### config.mk
export PLATFORM = sky130hd
export DESIGN_NAME = axi_periph_ctrl
export DESIGN_NICKNAME = d
export VERILOG_FILES = /design/src/hw/periph_map_pkg.sv /design/src/hw/axi_bus_pkg.sv /design/src/hw/axi_periph_ctrl.sv /design/src/hw/axi_read_engine.sv /design/src/hw/axi_write_engine.sv /design/src/hw/stream_fifo.sv /design/src/hw/reg_bank.sv
export VERILOG_INCLUDE_DIRS = /design/src /design/src/hw
export SDC_FILE = /design/constraint.sdc
export NUM_CORES = 1
export LEC_CHECK = 0
export ABC_AREA = 1
export BUFFER_PORTS_ARGS = -buffer_cell sky130_fd_sc_hd__buf_2
export CAP_MARGIN = 20
export CORE_MARGIN = 2
export CORE_UTILIZATION = 39
export CTS_BUF_LIST = sky130_fd_sc_hd__clkbuf_16
export DETAILED_ROUTE_END_ITERATION = 8
export GPL_TIMING_DRIVEN = 0
export PLACE_DENSITY = 0.61
export SETUP_SLACK_MARGIN = 0.02
export SLEW_MARGIN = 10
export SYNTH_ARGS = -nofsm -noshare
export SYNTH_HDL_FRONTEND = slang
export SYNTH_SLANG_ARGS = --single-unit
### constraint.sdc
create_clock -name clk -period 3.1 [get_ports clk]
set_input_delay 0.155 -clock clk [delete_from_list [all_inputs] [get_ports clk]]
set_output_delay 0.155 -clock clk [all_outputs]
set_load 0.05 [all_outputs]
### src/hw/periph_ctrl_config.svh
// Bus widths, region base addresses, register count and streaming FIFO depth
`ifndef PERIPH_CTRL_CONFIG_SVH
`define PERIPH_CTRL_CONFIG_SVH

// Bus widths
`define PC_DATA_W     8               // Byte-wide data path
`define PC_ADDR_W     32
`define PC_ID_W       4
`define PC_LEN_W      8               // Up to 256 beats

// Address map, byte access so offset is 1
`define PC_CONF_BASE  32'h2000_0000
`define PC_STAT_BASE  32'h2400_0000
`define PC_WST_BASE   32'h2100_0000
`define PC_OFFSET     32'h0000_0001

// Register and FIFO sizing
`define PC_REG_NUM    4               // Same count for conf and status
`define PC_WST_DEPTH  4
`define PC_IDX_W      ($clog2(`PC_REG_NUM))
`define PC_CNT_W      ($clog2(`PC_WST_DEPTH) + 1)   // Holds 0..depth

`endif
### src/hw/periph_map_pkg.sv
// Region enum and address decode functions for the peripheral map
`default_nettype none
`include "periph_ctrl_config.svh"

package periph_map_pkg;

    typedef enum logic [1:0] {
        REGION_CONF,
        REGION_STAT,
        REGION_WST,
        REGION_NONE
    } region_e;

    localparam logic [`PC_ADDR_W-1:0] REG_SPAN = `PC_REG_NUM * `PC_OFFSET;

    // Unsigned wrap of addr - base also rejects addresses below the base
    function automatic region_e region_of(input logic [`PC_ADDR_W-1:0] addr);
        logic [`PC_ADDR_W-1:0] conf_offs;
        logic [`PC_ADDR_W-1:0] stat_offs;
        conf_offs = addr - `PC_CONF_BASE;
        stat_offs = addr - `PC_STAT_BASE;
        if (conf_offs < REG_SPAN) return REGION_CONF;
        if (stat_offs < REG_SPAN) return REGION_STAT;
        if (addr == `PC_WST_BASE) return REGION_WST;   // Single FIFO, one address
        return REGION_NONE;
    endfunction

    // Register index within its region, zero outside the register regions
    function automatic logic [`PC_IDX_W-1:0] reg_index_of(input logic [`PC_ADDR_W-1:0] addr,
                                                         input region_e region);
        logic [`PC_ADDR_W-1:0] offs;
        case (region)
            REGION_CONF: offs = (addr - `PC_CONF_BASE) / `PC_OFFSET;
            REGION_STAT: offs = (addr - `PC_STAT_BASE) / `PC_OFFSET;
            default:     offs = '0;
        endcase
        return offs[`PC_IDX_W-1:0];
    endfunction

endpackage

`default_nettype wire

### src/hw/axi_bus_pkg.sv
// AXI4 burst type and response code enums
`default_nettype none

package axi_bus_pkg;

    // Only FIXED and INCR are served
    typedef enum logic [1:0] {
        BURST_FIXED = 2'd0,
        BURST_INCR  = 2'd1
    } burst_e;

    typedef enum logic [1:0] {
        RESP_OKAY   = 2'd0,
        RESP_DECERR = 2'd3     // Unmapped or read-only target
    } resp_e;

endpackage

`default_nettype wire

### src/hw/axi_periph_ctrl.sv
// Top level of the AXI4 peripheral controller wiring engines, bank and FIFO
`default_nettype none
`include "periph_ctrl_config.svh"

module axi_periph_ctrl (
    input  wire                                 clk,
    input  wire                                 rst_n,
    // AW channel
    input  wire  [`PC_ID_W-1:0]                 awid_i,
    input  wire  [`PC_ADDR_W-1:0]               awaddr_i,
    input  wire  axi_bus_pkg::burst_e           awburst_i,
    input  wire                                 awvalid_i,
    output logic                                awready_o,
    // W channel
    input  wire  [`PC_DATA_W-1:0]               wdata_i,
    input  wire                                 wlast_i,
    input  wire                                 wvalid_i,
    output logic                                wready_o,
    // B channel
    output logic [`PC_ID_W-1:0]                 bid_o,
    output axi_bus_pkg::resp_e                  bresp_o,
    output logic                                bvalid_o,
    input  wire                                 bready_i,
    // AR channel
    input  wire  [`PC_ID_W-1:0]                 arid_i,
    input  wire  [`PC_ADDR_W-1:0]               araddr_i,
    input  wire  axi_bus_pkg::burst_e           arburst_i,
    input  wire  [`PC_LEN_W-1:0]                arlen_i,
    input  wire                                 arvalid_i,
    output logic                                arready_o,
    // R channel
    output logic [`PC_ID_W-1:0]                 rid_o,
    output logic [`PC_DATA_W-1:0]               rdata_o,
    output axi_bus_pkg::resp_e                  rresp_o,
    output logic                                rlast_o,
    output logic                                rvalid_o,
    input  wire                                 rready_i,
    // Peripheral side
    input  wire  [`PC_DATA_W*`PC_REG_NUM-1:0]   stat_reg_i,
    output logic [`PC_DATA_W*`PC_REG_NUM-1:0]   conf_reg_o,
    output logic [`PC_DATA_W-1:0]               wst_data_o,
    output logic                                wst_valid_o,
    input  wire                                 wst_ready_i
);

    logic                       conf_we;
    logic [`PC_IDX_W-1:0]       conf_idx;
    logic [`PC_DATA_W-1:0]      conf_wdata;
    logic                       wst_push;
    logic [`PC_DATA_W-1:0]      wst_wdata;
    logic                       wst_full;
    logic [`PC_CNT_W-1:0]       wst_count;   // Read back through the WST address
    periph_map_pkg::region_e    rd_region;
    logic [`PC_IDX_W-1:0]       rd_idx;
    logic [`PC_DATA_W-1:0]      rd_byte;

    axi_write_engine u_wr_engine (
        .clk, .rst_n,
        .awid_i, .awaddr_i, .awburst_i, .awvalid_i, .awready_o,
        .wdata_i, .wlast_i, .wvalid_i, .wready_o,
        .bid_o, .bresp_o, .bvalid_o, .bready_i,
        .wst_full_i   (wst_full),
        .conf_we_o    (conf_we),
        .conf_idx_o   (conf_idx),
        .conf_wdata_o (conf_wdata),
        .wst_push_o   (wst_push),
        .wst_wdata_o  (wst_wdata)
    );

    // Separate bank port, no contention with writes
    axi_read_engine u_rd_engine (
        .clk, .rst_n,
        .arid_i, .araddr_i, .arburst_i, .arlen_i, .arvalid_i, .arready_o,
        .rid_o, .rdata_o, .rresp_o, .rlast_o, .rvalid_o, .rready_i,
        .rd_region_o  (rd_region),
        .rd_idx_o     (rd_idx),
        .rd_byte_i    (rd_byte),
        .wst_count_i  (wst_count)
    );

    reg_bank u_reg_bank (
        .clk, .rst_n,
        .conf_we_i    (conf_we),
        .conf_idx_i   (conf_idx),
        .conf_wdata_i (conf_wdata),
        .stat_reg_i,
        .rd_region_i  (rd_region),
        .rd_idx_i     (rd_idx),
        .rd_byte_o    (rd_byte),
        .conf_reg_o
    );

    stream_fifo u_wst_fifo (
        .clk, .rst_n,
        .push_i       (wst_push),
        .data_i       (wst_wdata),
        .ready_i      (wst_ready_i),
        .full_o       (wst_full),
        .count_o      (wst_count),
        .data_o       (wst_data_o),
        .valid_o      (wst_valid_o)
    );

endmodule

`default_nettype wire

### src/hw/axi_read_engine.sv
// AXI4 AR/R handling with beat counter, read decode and the R beat register
`default_nettype none
`include "periph_ctrl_config.svh"

module axi_read_engine (
    input  wire                         clk,
    input  wire                         rst_n,
    // AR channel
    input  wire  [`PC_ID_W-1:0]         arid_i,
    input  wire  [`PC_ADDR_W-1:0]       araddr_i,
    input  wire  axi_bus_pkg::burst_e   arburst_i,
    input  wire  [`PC_LEN_W-1:0]        arlen_i,
    input  wire                         arvalid_i,
    output logic                        arready_o,
    // R channel
    output logic [`PC_ID_W-1:0]         rid_o,
    output logic [`PC_DATA_W-1:0]       rdata_o,
    output axi_bus_pkg::resp_e          rresp_o,
    output logic                        rlast_o,
    output logic                        rvalid_o,
    input  wire                         rready_i,
    // Register bank and FIFO side
    output periph_map_pkg::region_e     rd_region_o,
    output logic [`PC_IDX_W-1:0]        rd_idx_o,
    input  wire  [`PC_DATA_W-1:0]       rd_byte_i,
    input  wire  [`PC_CNT_W-1:0]        wst_count_i
);

    logic [`PC_LEN_W-1:0]   beat_cnt;       // Beats loaded so far
    logic [`PC_ADDR_W-1:0]  beat_addr;
    logic                   is_last;
    logic                   load;
    logic [`PC_DATA_W-1:0]  beat_data;
    axi_bus_pkg::resp_e     beat_resp;

    assign beat_addr   = (arburst_i == axi_bus_pkg::BURST_INCR) ? araddr_i + beat_cnt
                                                                 : araddr_i;
    assign rd_region_o = periph_map_pkg::region_of(beat_addr);
    assign rd_idx_o    = periph_map_pkg::reg_index_of(beat_addr, rd_region_o);

    // R register empty or being drained
    assign load      = arvalid_i & (~rvalid_o | rready_i);
    assign is_last   = (beat_cnt == arlen_i);
    assign arready_o = load & is_last;      // AR retires with the last load

    // WST reads give the occupancy, bank already zeroes unmapped beats
    always_comb begin
        if (rd_region_o == periph_map_pkg::REGION_WST) begin
            beat_data = {{(`PC_DATA_W - `PC_CNT_W){1'b0}}, wst_count_i};
        end else begin
            beat_data = rd_byte_i;
        end
    end

    assign beat_resp = (rd_region_o == periph_map_pkg::REGION_NONE) ? axi_bus_pkg::RESP_DECERR
                                                                    : axi_bus_pkg::RESP_OKAY;

    always_ff @(posedge clk or negedge rst_n) begin
        if (!rst_n) begin
            beat_cnt <= '0;
        end else if (load) begin
            beat_cnt <= is_last ? '0 : beat_cnt + 1'b1;
        end
    end

    always_ff @(posedge clk or negedge rst_n) begin
        if (!rst_n) begin
            rvalid_o <= 1'b0;
        end else if (load) begin
            rvalid_o <= 1'b1;
        end else if (rready_i) begin
            rvalid_o <= 1'b0;               // Taken, nothing new
        end
    end

    // R beat payload, holds under back-pressure
    always_ff @(posedge clk) begin
        if (load) begin
            rid_o   <= arid_i;
            rdata_o <= beat_data;
            rresp_o <= beat_resp;
            rlast_o <= is_last;
        end
    end

endmodule

`default_nettype wire

### src/hw/axi_write_engine.sv
// AXI4 AW/W/B handling with beat counter, write decode and B response register
`default_nettype none
`include "periph_ctrl_config.svh"

module axi_write_engine (
    input  wire                         clk,
    input  wire                         rst_n,
    // AW channel
    input  wire  [`PC_ID_W-1:0]         awid_i,
    input  wire  [`PC_ADDR_W-1:0]       awaddr_i,
    input  wire  axi_bus_pkg::burst_e   awburst_i,
    input  wire                         awvalid_i,
    output logic                        awready_o,
    // W channel
    input  wire  [`PC_DATA_W-1:0]       wdata_i,
    input  wire                         wlast_i,
    input  wire                         wvalid_i,
    output logic                        wready_o,
    // B channel
    output logic [`PC_ID_W-1:0]         bid_o,
    output axi_bus_pkg::resp_e          bresp_o,
    output logic                        bvalid_o,
    input  wire                         bready_i,
    // Register bank and FIFO side
    input  wire                         wst_full_i,
    output logic                        conf_we_o,
    output logic [`PC_IDX_W-1:0]        conf_idx_o,
    output logic [`PC_DATA_W-1:0]       conf_wdata_o,
    output logic                        wst_push_o,
    output logic [`PC_DATA_W-1:0]       wst_wdata_o
);

    logic [`PC_LEN_W-1:0]       beat_cnt;
    logic [`PC_ADDR_W-1:0]      beat_addr;
    periph_map_pkg::region_e    beat_region;
    logic                       target_rdy;
    logic                       beat_err;
    logic                       err_q;          // Sticky over the burst
    logic                       w_hsk;

    // FIXED bursts stay on the start address
    assign beat_addr   = (awburst_i == axi_bus_pkg::BURST_INCR) ? awaddr_i + beat_cnt
                                                                 : awaddr_i;
    assign beat_region = periph_map_pkg::region_of(beat_addr);
    assign beat_err    = (beat_region == periph_map_pkg::REGION_STAT) |
                         (beat_region == periph_map_pkg::REGION_NONE);   // STAT is read only

    // Only a full FIFO holds off a beat
    assign target_rdy = ~((beat_region == periph_map_pkg::REGION_WST) & wst_full_i);
    assign wready_o   = awvalid_i & target_rdy & ~bvalid_o;
    assign w_hsk      = wvalid_i & wready_o;
    assign awready_o  = w_hsk & wlast_i;        // AW retires with the last beat

    // Steering, unmapped beats go nowhere
    assign conf_we_o    = w_hsk & (beat_region == periph_map_pkg::REGION_CONF);
    assign conf_idx_o   = periph_map_pkg::reg_index_of(beat_addr, beat_region);
    assign conf_wdata_o = wdata_i;
    assign wst_push_o   = w_hsk & (beat_region == periph_map_pkg::REGION_WST);
    assign wst_wdata_o  = wdata_i;

    always_ff @(posedge clk or negedge rst_n) begin
        if (!rst_n) begin
            beat_cnt <= '0;
            err_q    <= 1'b0;
        end else if (w_hsk) begin
            beat_cnt <= wlast_i ? '0 : beat_cnt + 1'b1;
            err_q    <= wlast_i ? 1'b0 : (err_q | beat_err);
        end
    end

    // B response register
    always_ff @(posedge clk or negedge rst_n) begin
        if (!rst_n) begin
            bvalid_o <= 1'b0;
        end else if (awready_o) begin
            bvalid_o <= 1'b1;
        end else if (bready_i) begin
            bvalid_o <= 1'b0;
        end
    end

    always_ff @(posedge clk) begin
        if (awready_o) begin
            bid_o   <= awid_i;
            bresp_o <= (err_q | beat_err) ? axi_bus_pkg::RESP_DECERR   // Any bad beat
                                          : axi_bus_pkg::RESP_OKAY;
        end
    end

endmodule

`default_nettype wire

### src/hw/stream_fifo.sv
// Write-streaming FIFO with occupancy count and downstream valid/ready output
`default_nettype none
`include "periph_ctrl_config.svh"

module stream_fifo (
    input  wire                         clk,
    input  wire                         rst_n,
    input  wire                         push_i,
    input  wire  [`PC_DATA_W-1:0]       data_i,
    input  wire                         ready_i,
    output logic                        full_o,
    output logic [`PC_CNT_W-1:0]        count_o,
    output logic [`PC_DATA_W-1:0]       data_o,
    output logic                        valid_o
);

    localparam int PTR_W = $clog2(`PC_WST_DEPTH);
    localparam logic [PTR_W-1:0]      LAST_SLOT = PTR_W'(`PC_WST_DEPTH - 1);
    localparam logic [`PC_CNT_W-1:0]  DEPTH     = `PC_WST_DEPTH;

    logic [`PC_DATA_W-1:0] mem [`PC_WST_DEPTH];
    logic [PTR_W-1:0]      wr_ptr;
    logic [PTR_W-1:0]      rd_ptr;
    logic                  do_push;
    logic                  do_pop;

    assign do_pop  = valid_o & ready_i;     // Downstream takes a byte
    assign do_push = push_i & ~full_o;      // Engine never pushes when full anyway

    always_ff @(posedge clk or negedge rst_n) begin
        if (!rst_n) begin
            wr_ptr  <= '0;
            rd_ptr  <= '0;
            count_o <= '0;
        end else begin
            if (do_push) wr_ptr <= (wr_ptr == LAST_SLOT) ? '0 : wr_ptr + 1'b1;
            if (do_pop)  rd_ptr <= (rd_ptr == LAST_SLOT) ? '0 : rd_ptr + 1'b1;
            case ({do_push, do_pop})
                2'b10:   count_o <= count_o + 1'b1;
                2'b01:   count_o <= count_o - 1'b1;
                default: count_o <= count_o;    // Both or neither
            endcase
        end
    end

    // Storage
    always_ff @(posedge clk) begin
        if (do_push) mem[wr_ptr] <= data_i;
    end

    assign full_o  = (count_o == DEPTH);
    assign valid_o = (count_o != '0);
    assign data_o  = mem[rd_ptr];           // Head of queue

endmodule

`default_nettype wire

### src/hw/reg_bank.sv
// Configuration registers with one write port and the conf/status read mux
`default_nettype none
`include "periph_ctrl_config.svh"

module reg_bank (
    input  wire                                  clk,
    input  wire                                  rst_n,
    input  wire                                  conf_we_i,
    input  wire  [`PC_IDX_W-1:0]                 conf_idx_i,
    input  wire  [`PC_DATA_W-1:0]                conf_wdata_i,
    input  wire  [`PC_DATA_W*`PC_REG_NUM-1:0]    stat_reg_i,
    input  wire  periph_map_pkg::region_e        rd_region_i,
    input  wire  [`PC_IDX_W-1:0]                 rd_idx_i,
    output logic [`PC_DATA_W-1:0]                rd_byte_o,
    output logic [`PC_DATA_W*`PC_REG_NUM-1:0]    conf_reg_o
);

    logic [`PC_DATA_W-1:0] conf_q [`PC_REG_NUM];   // Config bytes

    always_ff @(posedge clk or negedge rst_n) begin
        if (!rst_n) begin
            for (int i = 0; i < `PC_REG_NUM; i++) begin
                conf_q[i] <= '0;
            end
        end else if (conf_we_i) begin
            conf_q[conf_idx_i] <= conf_wdata_i;   // One byte per strobe
        end
    end

    // Flatten, byte 0 in the low bits
    always_comb begin
        for (int i = 0; i < `PC_REG_NUM; i++) begin
            conf_reg_o[i*`PC_DATA_W +: `PC_DATA_W] = conf_q[i];
        end
    end

    // Read port for the read engine
    always_comb begin
        case (rd_region_i)
            periph_map_pkg::REGION_CONF: rd_byte_o = conf_q[rd_idx_i];
            periph_map_pkg::REGION_STAT: rd_byte_o = stat_reg_i[rd_idx_i*`PC_DATA_W +: `PC_DATA_W];
            default:                     rd_byte_o = '0;   // WST and unmapped
        endcase
    end

endmodule

`default_nettype wire

After elaboration in Yosys (flattened, before gate mapping)
Memory sizes are Yosys's and may differ from the RTL's.
Cells that the tools add are included.
- add/subtract/negate cells: 12
- multipliers: 0
- divide/modulo/power cells: 0
- $lt $le $gt $ge: 7
- eq/ne operators: 16
- shift-type cells: 1
- multiplexer cells: 50
- bitwise operators: 20
- reductions and logical operators: 7
- operators with widths (cell ; number):
    32-bit by 3-bit less-than comparator with 1-bit output, second input constant ; 4
    32-bit by 30-bit subtractor with 32-bit output, second input constant ; 4
    32-bit by 8-bit adder with 32-bit output ; 2
    32-bit by 30-bit equality test with 1-bit output, second input constant ; 2
    32-bit two-way mux ; 2
    8-bit two-way mux ; 5
    32-bit bitwise mux ; 1
    2-bit two-way mux ; 16
    32-bit by 6-bit variable part select with 8-bit output ; 1
    1-bit two-way mux ; 19
    8-bit by 1-bit adder with 8-bit output, second input constant ; 2
    8-bit binary-select mux with 2-bit select ; 1
    8-bit demux with 2-bit select ; 1
    8-bit case mux with 2 select lines ; 1
    2-bit equality test, second input constant ; 7
    1-bit bitwise AND ; 11
    2-bit by 1-bit equality test with 1-bit output, second input constant ; 5
    8-bit equality test ; 1
    2-bit case mux with 2 select lines ; 2
    3-bit greater-or-equal comparator, second input constant ; 2
    2-bit inverter with 3-bit output ; 2
    3-bit case mux with 2 select lines ; 1
    2-bit nonzero test ; 3
    2-bit by 1-bit adder with 2-bit output, second input constant ; 2
    other kinds (10) ; 16
- register bits: 79
- latch bits: 0
- memory bits (writable): 32
- bits in read-only memories: 0
- input port bits: 133
- output and inout bits: 67
- word-level logic and storage cells: 133
- memories kept: 1
- memories (memory ; words ; width ; rd ports ; clocked after memory_dff ; wr ports ; RTL line ; RTL):
    u_wst_fifo.mem ; 4 ; 8 ; 1 ; 0 ; 1 ; stream_fifo.sv:21 ; logic [`PC_DATA_W-1:0] mem [`PC_WST_DEPTH];

Longest topological paths before layout
Gate-level depths: netlist of run 1.
- depth after elaboration: 21
- gate-level depth with buffers: 27
- mapped depth without buffers: 25

Modules after synthesis
Synthesis of run 1 repeated with hierarchy kept, for this count alone.
- cells, all modules: 1575
- area, all modules: 10318.6 µm²
- modules (own cells, without submodules) (module ; instances ; cells each ; area an instance (µm²)):
    axi_read_engine ; 1 ; 545 ; 3264.4
    axi_write_engine ; 1 ; 547 ; 3101.7
    reg_bank ; 1 ; 330 ; 2182.1
    stream_fifo ; 1 ; 153 ; 1770.4

Worst setup path before layout of run 1
OpenSTA, ideal clock, no wires.
- path type: register to register
- from: register u_wr_engine.beat_cnt[0]
- to: register u_wr_engine.bid_o[0] (enable)
- data arrival time: 3.025 ns
- required time: 2.725 ns
- path slack: -0.300 ns
- stages on the path, launching flop included: 20
- path buffers: 0
- clock period less this slack: 3.400 ns
- cells stage by stage: dfrtp_1 ha_1 fa_1 nand2_1 nand3_1 nand2_1 o21ai_1 nand2_1 nand2_2 nand3_1 nand2_1 nand2_1 nor2_1 nand2_1 nor2_1 nand4_1 nand2_1 inv_1 nand3_1 inv_1
- cells in the longest elaborated chain, start to end: 16
- elaborated cells between the ends (all ways): 25
- RTL lines (element ; RTL line ; RTL):
    start: declaration ; axi_write_engine.sv:33 ; logic [`PC_LEN_W-1:0] beat_cnt;
    start signal: assignment ; axi_write_engine.sv:66 ; beat_cnt <= wlast_i ? '0 : beat_cnt + 1'b1;
    32-bit by 8-bit adder with 32-bit output * ; axi_write_engine.sv:42 ; assign beat_addr = (awburst_i == axi_bus_pkg::BURST_INCR) ? awaddr_i + beat_cnt
    32-bit two-way mux * ; axi_write_engine.sv:42 ;
    32-bit by 30-bit subtractor with 32-bit output (no line) / 32-bit by 30-bit equality test with 1-bit output (equally long branches) ; n/a ;
    32-bit by 3-bit less-than comparator with 1-bit output / 1-bit two-way mux (equally long branches) ; periph_map_pkg.sv:23, periph_map_pkg.sv:24 ;
    2-bit two-way mux / 1-bit two-way mux (equally long branches) ; periph_map_pkg.sv:23, periph_map_pkg.sv:24 ;
    2-bit two-way mux / 1-bit two-way mux (equally long branches) ; periph_map_pkg.sv:24, periph_map_pkg.sv:23 ;
    2-bit two-way mux ; periph_map_pkg.sv:25 ; return REGION_NONE;
    2-bit two-way mux ; periph_map_pkg.sv:24 ; if (addr == `PC_WST_BASE) return REGION_WST;
    2-bit two-way mux * ; periph_map_pkg.sv:23 ; if (stat_offs < REG_SPAN) return REGION_STAT;
    2-bit equality test * ; axi_write_engine.sv:49 ; assign target_rdy = ~((beat_region == periph_map_pkg::REGION_WST) & wst_full_i);
    1-bit bitwise AND * ; axi_write_engine.sv:49 ;
    1-bit inverter * ; axi_write_engine.sv:49 ;
    1-bit bitwise AND * (2 in a row) ; axi_write_engine.sv:50 ; assign wready_o = awvalid_i & target_rdy & ~bvalid_o;
    net wready_o ; axi_periph_ctrl.sv:18 ; output logic wready_o,
    1-bit bitwise AND * ; axi_write_engine.sv:51 ; assign w_hsk = wvalid_i & wready_o;
    1-bit bitwise AND * ; axi_write_engine.sv:52 ; assign awready_o = w_hsk & wlast_i;
    net awready_o ; axi_periph_ctrl.sv:13 ; output logic awready_o,
    end signal: assignment ; axi_write_engine.sv:84 ; bid_o <= awid_i;
    end: declaration ; axi_write_engine.sv:20 ; output logic [`PC_ID_W-1:0] bid_o,
Mark *: on every way through the listed nets, which the timed path passes. The rest lies on a longest branch. The select of a mux whose other input is x is not followed.
A chain may end at the register's enable or synchronous reset.

Final worst setup path of run 1
- from: register u_wr_engine.beat_cnt[0]
- to: register u_reg_bank.conf_q (netlist bit u_reg_bank.conf_reg_o[27])
- cells in the longest elaborated chain, start to end: 17
- elaborated cells between the ends (all ways): 35
- RTL lines (element ; RTL line ; RTL):
    32-bit by 8-bit adder with 32-bit output * ; axi_write_engine.sv:42 ;
    32-bit two-way mux * ; axi_write_engine.sv:42 ;
    32-bit by 30-bit subtractor with 32-bit output (no line) / 32-bit by 30-bit equality test with 1-bit output (equally long branches) ; n/a ;
    32-bit by 3-bit less-than comparator with 1-bit output / 1-bit two-way mux (equally long branches) ; periph_map_pkg.sv:23, periph_map_pkg.sv:24 ;
    2-bit two-way mux / 1-bit two-way mux (equally long branches) ; periph_map_pkg.sv:23, periph_map_pkg.sv:24 ;
    2-bit two-way mux / 1-bit two-way mux (equally long branches) ; periph_map_pkg.sv:24, periph_map_pkg.sv:23 ;
    2-bit two-way mux ; periph_map_pkg.sv:25 ;
    2-bit two-way mux ; periph_map_pkg.sv:24 ;
    2-bit two-way mux ; periph_map_pkg.sv:23 ;
    2-bit by 1-bit equality test with 1-bit output / 2-bit logical NOT (equally long branches) ; periph_map_pkg.sv:32, axi_write_engine.sv:55 ;
    2-bit case mux with 2 select lines ; periph_map_pkg.sv:32 ; case (region)
    2-bit inverter with 3-bit output (implied by the code) ; reg_bank.sv:26 ; conf_q[conf_idx_i] <= conf_wdata_i;
    3-bit greater-or-equal comparator (implied by the code) / 3-bit by 1-bit less-than comparator with 1-bit output (equally long branches) ; reg_bank.sv:26 ;
    1-bit logical AND (implied by the code) ; reg_bank.sv:26 ;
    8-bit two-way mux (implied by the code) ; reg_bank.sv:26 ;
    8-bit demux with 2-bit select ; reg_bank.sv:26 ;
    32-bit bitwise mux ; reg_bank.sv:26 ;
    end signal: indexed assignment ; reg_bank.sv:26 ;
    end: declaration ; reg_bank.sv:18 ; logic [`PC_DATA_W-1:0] conf_q [`PC_REG_NUM];
Every way passes the cells marked *; elsewhere a longest branch is shown, timed or not. The select of a mux whose other input is x is not followed.

==> impl_metrics.tcl, run 1 <==
set metrics [dict create \
    hpwlAfterDp_um 21800 \
    reg2reg_depth 23 \
    synth_area_per_cell_sq_um 6.820 \
    h-tree-depth 3 \
    antenna_found_initial 1 \
    globalplace.congestion 0.9468 \
    max_cap_violations 0 \
    track_usage 0.2432 \
    grt_overflow 0 \
    dp_slack_ps -821.8 \
    remaining_drc_errors 0 \
    top_level_ports 200 \
    port_buffers 199 \
    worst_slack_ps -317.6 \
    hold_ws_ps 51.06 \
    cp-end-kind "flip-flop" \
    grt_pass1_wl_um 46620 \
    sequentialPowerShare 0.320 \
    yosysSeqAreaShare 0.3398 \
    cp_data_arrival_time_ps 3670 \
    drv_slew 0 \
    hold_depth 4 \
    nets 1754 \
    ir_drop_uv 494.8 \
    hp-class "input pin to flip-flop" \
    crit_fanout 5 \
    die_area_sq_um 23720 \
    ys.flop_type "dfrtp_1" \
    yosysWarnings 0 \
    fin_crit_ps 3418 \
    cp.required_ps 3360 \
    p_int_mw 3.115 \
    powerDensity_nw_per_um2 432.7 \
    final_cells 1876 \
    grt_max_degree 59 \
    dp.cells 1766 \
    synth-seq-cells 109 \
    rsz0062_at_grt "true" \
    core_area_sq_um 21960 \
    leakagePower_nw 6.112 \
    path_depth 23 \
    antenna_left 0 \
    row_count 54 \
    layout_worst_path_cycle_share 1.102 \
    cts_tree "built" \
    synth_edf_count 51 \
    syn-num-nets 1451 \
    synthArstFlopShare 0.5321 \
    final_common_cell "nand2_1" \
    power.switching_mw 2.345 \
    area_growth_pct 43.75 \
    clkTransAtPathRegs_ps 90 \
    critPathLaunchType "flip-flop" \
    tightest_slew_ps 824.6 \
    fillCellCount 2115 \
    power_frac_comb 0.448 \
    fin_skew_ps 13.45 \
    grt_pass1_vias 9140 \
    crit_chain "ha_2 -> fa_2 -> nand2_2 -> nand3_2 -> nand2_4 -> o21ai_4 -> nand2_4 -> buf_12 -> nand2_8 -> nand2_4 -> nand2_2 -> nand2_2 -> inv_4 -> buf_4 -> ha_1 -> nor2_2 -> nand3_4 -> nor2_4 -> nand4_4 -> clkbuf_16 -> clkbuf_16 -> o21ai_1 -> nand2_1" \
    finalHoldViolations 0 \
    cp_slowest_cell "dfrtp_1" \
    synthesis.area_sq_um 8777 \
    wirelength_um 30150 \
    violations "negative setup slack" \
    vias 9721 \
    fin_util 0.5746 \
    vias_per_cell 5.182 \
    fmax_mhz 292.6 \
    regArea_sq_um 2992 \
    final_cell_mix "nand2_1 (330), buf_2 (202), inv_1 (147)" \
    path_buf_inv 5 \
    multiInputGateArea_sq_um 6022 \
    die_h_um 154.0 \
    cp_top_family "simple AND/OR/NAND/NOR gates" \
    slew-limit-headroom 0.4503 \
    clockBufferDepth 2 \
    drive_above_1_share 0.3392 \
    status "finished, violations left" \
    die_x_um 154.0 \
    numClockSinks 109 \
    drtIter0Drc 540 \
    critical_path_class "flip-flop to flip-flop" \
    cp_slowest_stage_delay_ps 400 \
    cts-root-buf "clkbuf_16" \
    start_util 0.3997 \
    synthDistinctLibCells 50 \
    clkPwrFrac 0.232 \
    power_switching_share 0.4295 \
    first_pass_iters 6 \
    insertion_delay_ps 360 \
    syn_inst 1287 \
    cts_buffers 9 \
    wl_per_cell_um 16.07 \
    setup_viol 85 \
]
==> logic make-up after synthesis <==
group | synth area share
simple gates | 0.3991
buf+inv | 0.09066
compound gates | 0.08667
flops | 0.3398
xor+xnor | 0.03578
fa+ha+maj | 0.04676
mux | 0.001140
==> state kept, by name, indices dropped and copies added, names as in the netlist, 2 cells and up <==
register,flops
u_wr_engine.beat_cnt,8
u_rd_engine.rid_o,4
u_reg_bank.conf_reg_o,32
u_rd_engine.rdata_o,8
u_rd_engine.beat_cnt,8
u_wst_fifo.count_o,3
u_wst_fifo.mem,32
u_wst_fifo.wr_ptr,2
u_wr_engine.bid_o,4
u_wst_fifo.rd_ptr,2
==> worst reg2reg max path, delay by kind of cell, from the launching register on <==
kind | cells | cell delay [ps]
AO/OA/AOI/OAI | 2 | 240
adder cells (fa/ha/maj) | 3 | 840
buffers and inverters | 5 | 630
flip-flops | 1 | 400
AND/OR/NAND/NOR | 13 | 1230
==> final timing paths <==
kind,start,end,slack [ps]
max in group asynchronous,rst_n,u_rd_engine.beat_cnt[4]$_DFFE_PN0P_,2080
hold / removal,rready_i,u_rd_engine.rvalid_o$_DFFE_PN0P_,50
hold reg to reg,u_reg_bank.conf_reg_o[16]$_DFFE_PN0P_,u_reg_bank.conf_reg_o[16]$_DFFE_PN0P_,510
min in group asynchronous,rst_n,u_reg_bank.conf_reg_o[6]$_DFFE_PN0P_,410
setup / recovery,u_wr_engine.beat_cnt[0]$_DFFE_PN0N_,u_reg_bank.conf_reg_o[27]$_DFFE_PN0P_,-320
setup reg to reg,u_wr_engine.beat_cnt[0]$_DFFE_PN0N_,u_reg_bank.conf_reg_o[27]$_DFFE_PN0P_,-320
==> power groups by stage <==
stage | Sequential (mW) | Combinational [mW] | Clock, mW
5_1_grt | 1.77 | 2.68 | 1.34
3_3_place_gp | 1.79 | 1.98 | 0
2_1_floorplan | 1.80 | 1.42 | 0
6_report | 1.75 | 2.44 | 1.27
4_1_cts | 1.74 | 2.25 | 1.29
3_5_place_dp | 1.79 | 2.00 | 0
==> Yosys cell counts, drive strengths merged (3+ instances only) <==
cell type,n,area (sq um)
a21oi,23,118.9
buf,18,122.6
clkbuf,11,42.54
clkinv,4,15.01
dfrtp,58,1451
edfxtp,51,1531
fa,3,60.06
ha,28,350.3
inv,164,615.6
nand2,369,1405
nand3,154,790.8
nand3b,15,112.6
nand4,37,269.0
nor2,145,576.8
nor3,26,146.4
nor3b,3,22.52
nor4,6,52.55
o2111ai,6,52.55
o21ai,93,473.0
o21bai,4,30.03
o22ai,9,56.30
or2,17,106.4
xnor2,14,122.6
xor2,21,191.4
==> through the flow <==
step	cell area, sq um	power, mW	setup TNS [ps]
finish	12620	5.459	-18240
floorplan	8992	3.218	-1856
global placement	10340	3.770	-37870
detailed placement	10340	3.797	-38070
global route	12620	5.788	-37110
CTS	11830	5.278	-14510
==> what timing repair did <==
| action | CTS | global route |
|---|---|---|
| setup buffers | 53 | 25 |
| endpoints found under the hold margin | 67 | 0 |
| setup endpoints to repair | 95 | 96 |
| gates resized for setup | 145 | 143 |
| hold buffers | 10 | 0 |
| gates cloned | 6 | 7 |
| pin swaps | 48 | 68 |
==> layer usage <==
layer  GRT usage  share of wire  vias to the layer above
li1            -              -                     4846
met1      0.3146           0.43                     4544
met2      0.4177           0.49                      281
met3     0.04284          0.057                       50
met4     0.06854          0.022                        0
met5           0              0                        -
==> area by class of cell <==
cell class | count | area share
Antenna cell | 1 | 0.0001983
Multi-Input combinational cell | 983 | 0.4773
Clock inverter | 7 | 0.007636
Inverter | 168 | 0.05305
Clock buffer | 9 | 0.01785
Timing Repair Buffer | 291 | 0.1590
Sequential cell | 109 | 0.2371
Buffer | 28 | 0.02013
Tap cell | 280 | 0.02777
(Power assumes the default switching activity.)
==> run 2, diff against run 1 <==
Settings changed: CORE_MARGIN 2 to 1, MAX_ROUTING_LAYER set to met4.
==> run 2 against run 1 <==
The run ends with design-rule violations, negative setup slack left. Combinational power about the same. Power up 0.87%. Non-clock buffer count down 5. Setup slack worse by 70 ps. Sequential share of layout area down 0.12 points. First-iteration DRC count up 20%. Routed wire length up 2.6%. Clock skew up 2.3 ps. Sequential power about the same. Global-route usage up 1.4 points. Critical path type is now flip-flop to output pin. Critical endpoint is now awready_o. Largest cell class unchanged.
==> impl_metrics.tcl, run 2 (synthesized netlist as in run 1, its figures left out) <==
set metrics [dict create \
    finalHoldViolations 0 \
    grt_max_degree 59 \
    wl_per_cell_um 16.50 \
    drv_slew 0 \
    antenna_left 0 \
    wirelength_um 30940 \
    worst_slack_ps -387.9 \
    cp_slowest_cell "fa_2" \
    powerDensity_nw_per_um2 434.4 \
    die_area_sq_um 23110 \
    area_growth_pct 44.45 \
    cp_top_family "simple AND/OR/NAND/NOR gates" \
    remaining_drc_errors 28 \
    hpwlAfterDp_um 21820 \
    critPathLaunchType "flip-flop" \
    crit_fanout 5 \
    vias_per_cell 5.239 \
    sequentialPowerShare 0.318 \
    grt_overflow 0 \
    first_pass_iters 7 \
    rsz0062_at_grt "true" \
    hp-class "input pin to flip-flop" \
    numClockSinks 109 \
    power_switching_share 0.4343 \
    globalplace.congestion 0.9477 \
    power.switching_mw 2.392 \
    final_cells 1875 \
    die_x_um 152.0 \
    clockBufferDepth 2 \
    track_usage 0.2570 \
    multiInputGateArea_sq_um 6173 \
    h-tree-depth 3 \
    vias 9824 \
    antenna_found_initial 1 \
    setup_viol 90 \
    start_util 0.3997 \
    layout_worst_path_cycle_share 1.125 \
    cts_tree "built" \
    cp_slowest_stage_delay_ps 420 \
    top_level_ports 200 \
    insertion_delay_ps 370 \
    cts_buffers 9 \
    critical_path_class "flip-flop to output pin" \
    path_buf_inv 4 \
    cp-end-kind "output pin" \
    setup_tns_ps -16270 \
    tightest_slew_ps 872.4 \
    drive_above_1_share 0.3557 \
    fin_skew_ps 15.79 \
    row_count 54 \
    ir_drop_uv 528.6 \
    crit_chain "ha_2 -> fa_2 -> o21ai_2 -> inv_1 -> nor2_4 -> nand2_1 -> nor2_1 -> nand2_1 -> nor2_2 -> nand4_1 -> nand2_2 -> clkinvlp_4 -> nand3_4 -> clkinvlp_4 -> buf_6" \
    clkPwrFrac 0.233 \
    violations "design-rule violations, negative setup slack" \
    max_cap_violations 0 \
    die_h_um 152.0 \
    grt_pass1_vias 9154 \
    port_buffers 199 \
    nets 1753 \
    fin_crit_ps 3488 \
    fillCellCount 2066 \
    hold_ws_ps 35.32 \
    grt_pass1_wl_um 46310 \
    status "finished, violations left" \
    regArea_sq_um 2990 \
    final_cell_mix "nand2_1 (333), buf_2 (200), inv_1 (150)" \
    cp.required_ps 2940 \
    p_int_mw 3.115 \
    core_area_sq_um 21960 \
    power_frac_comb 0.448 \
    slew-limit-headroom 0.4163 \
    fmax_mhz 286.7 \
    cp_data_arrival_time_ps 3330 \
    final_common_cell "nand2_1" \
    clkTransAtPathRegs_ps 80 \
    dp.cells 1766 \
    cts-root-buf "clkbuf_16" \
    p_total_mw 5.507 \
    leakagePower_nw 6.047 \
    drtIter0Drc 650 \
]
==> run 2: cell types whose count changed in the layout (fill, tap and decap cells not counted), sizes merged <==
cell	change
buf	-3
nand4	+3
clkinv	+2
inv	-2
bufbuf	-1
clkbuf	-1
o21ai	+1
==> run 2: path summary, 6_finish.rpt <==
path,start,end,slack [ps],cells past startpoint
setup / recovery,u_wr_engine.beat_cnt[0]$_DFFE_PN0N_,awready_o,-390,15
hold / removal,rready_i,u_rd_engine.rvalid_o$_DFFE_PN0P_,40,4
min in group asynchronous,rst_n,u_reg_bank.conf_reg_o[6]$_DFFE_PN0P_,400,2
hold reg to reg,u_reg_bank.conf_reg_o[16]$_DFFE_PN0P_,u_reg_bank.conf_reg_o[16]$_DFFE_PN0P_,520,2
max in group asynchronous,rst_n,u_rd_engine.beat_cnt[3]$_DFFE_PN0P_,2090,2
setup reg to reg,u_wr_engine.beat_cnt[0]$_DFFE_PN0N_,u_wst_fifo.count_o[2]$_DFFE_PN0P_,-310,22
==> run 2: layer usage <==
| metal | share of wire | vias to the layer above | GRT usage |
|---|---|---|---|
| li1 | - | 4852 | - |
| met1 | 0.43 | 4624 | 0.3250 |
| met2 | 0.49 | 296 | 0.4301 |
| met3 | 0.058 | 52 | 0.04022 |
| met4 | 0.019 | 0 | 0.06220 |
| met5 | 0 | - | - |
==> run 2: worst register-to-register path: stages (launching register included) <==
cell      delay (ps)
dfrtp_1          400
ha_2             190
fa_2             360
nand2_2           80
nand3_2           80
nand2_4          140
xor2_2           160
nand2_1           70
nor2_1            80
nand2_1           70
buf_4            140
o21bai_1         140
nand3_1          100
nor2_2           130
nand3_2          110
nor2_4           130
nand4_4          120
ha_4             230
inv_4             60
fa_2             220
a21oi_2           70
o21ai_2           80
xor2_1           180
==> run 2: timing repair <==
item | 4_1_cts | 5_1_grt
setup endpoints to repair | 93 | 96
resized for setup | 117 | 197
pin swaps | 43 | 90
buffers inserted | 51 | 18
endpoints found under the hold margin | 67 | 0
hold buffers | 10 | 0
gates cloned | 5 | 12
==> run 2: area by class of cell <==
type	count	area share
Multi-Input combinational cell	987	0.4869
Sequential cell	109	0.2359
Timing Repair Buffer	286	0.1511
Inverter	168	0.05221
Tap cell	280	0.02763
Buffer	28	0.02033
Clock buffer	9	0.01776
Clock inverter	7	0.007994
Antenna cell	1	0.0001974
==> run 2: metrics by stage <==
| stage | util | instance area [sq um] | setup WS [ps] |
|---|---|---|---|
| 2_1_floorplan | - | 8992 | -190.3 |
| 4_1_cts | 0.5350 | 11750 | -309.7 |
| 3_5_place_dp | 0.4709 | 10340 | -750.0 |
| 6_report | 0.5774 | 12680 | -387.9 |
| 3_3_place_gp | 0.4708 | 10340 | -674.5 |
| 5_1_grt | 0.5774 | 12680 | -591.1 |
==> run 2: power groups by stage <==
stage / clock (mW) / sequential [mW] / combinational (mW)
CTS: 1.31 / 1.75 / 2.28
floorplan: 0 / 1.80 / 1.42
finish: 1.29 / 1.75 / 2.47
global placement: 0 / 1.80 / 1.99
detailed placement: 0 / 1.80 / 2.01
global route: 1.36 / 1.77 / 2.70
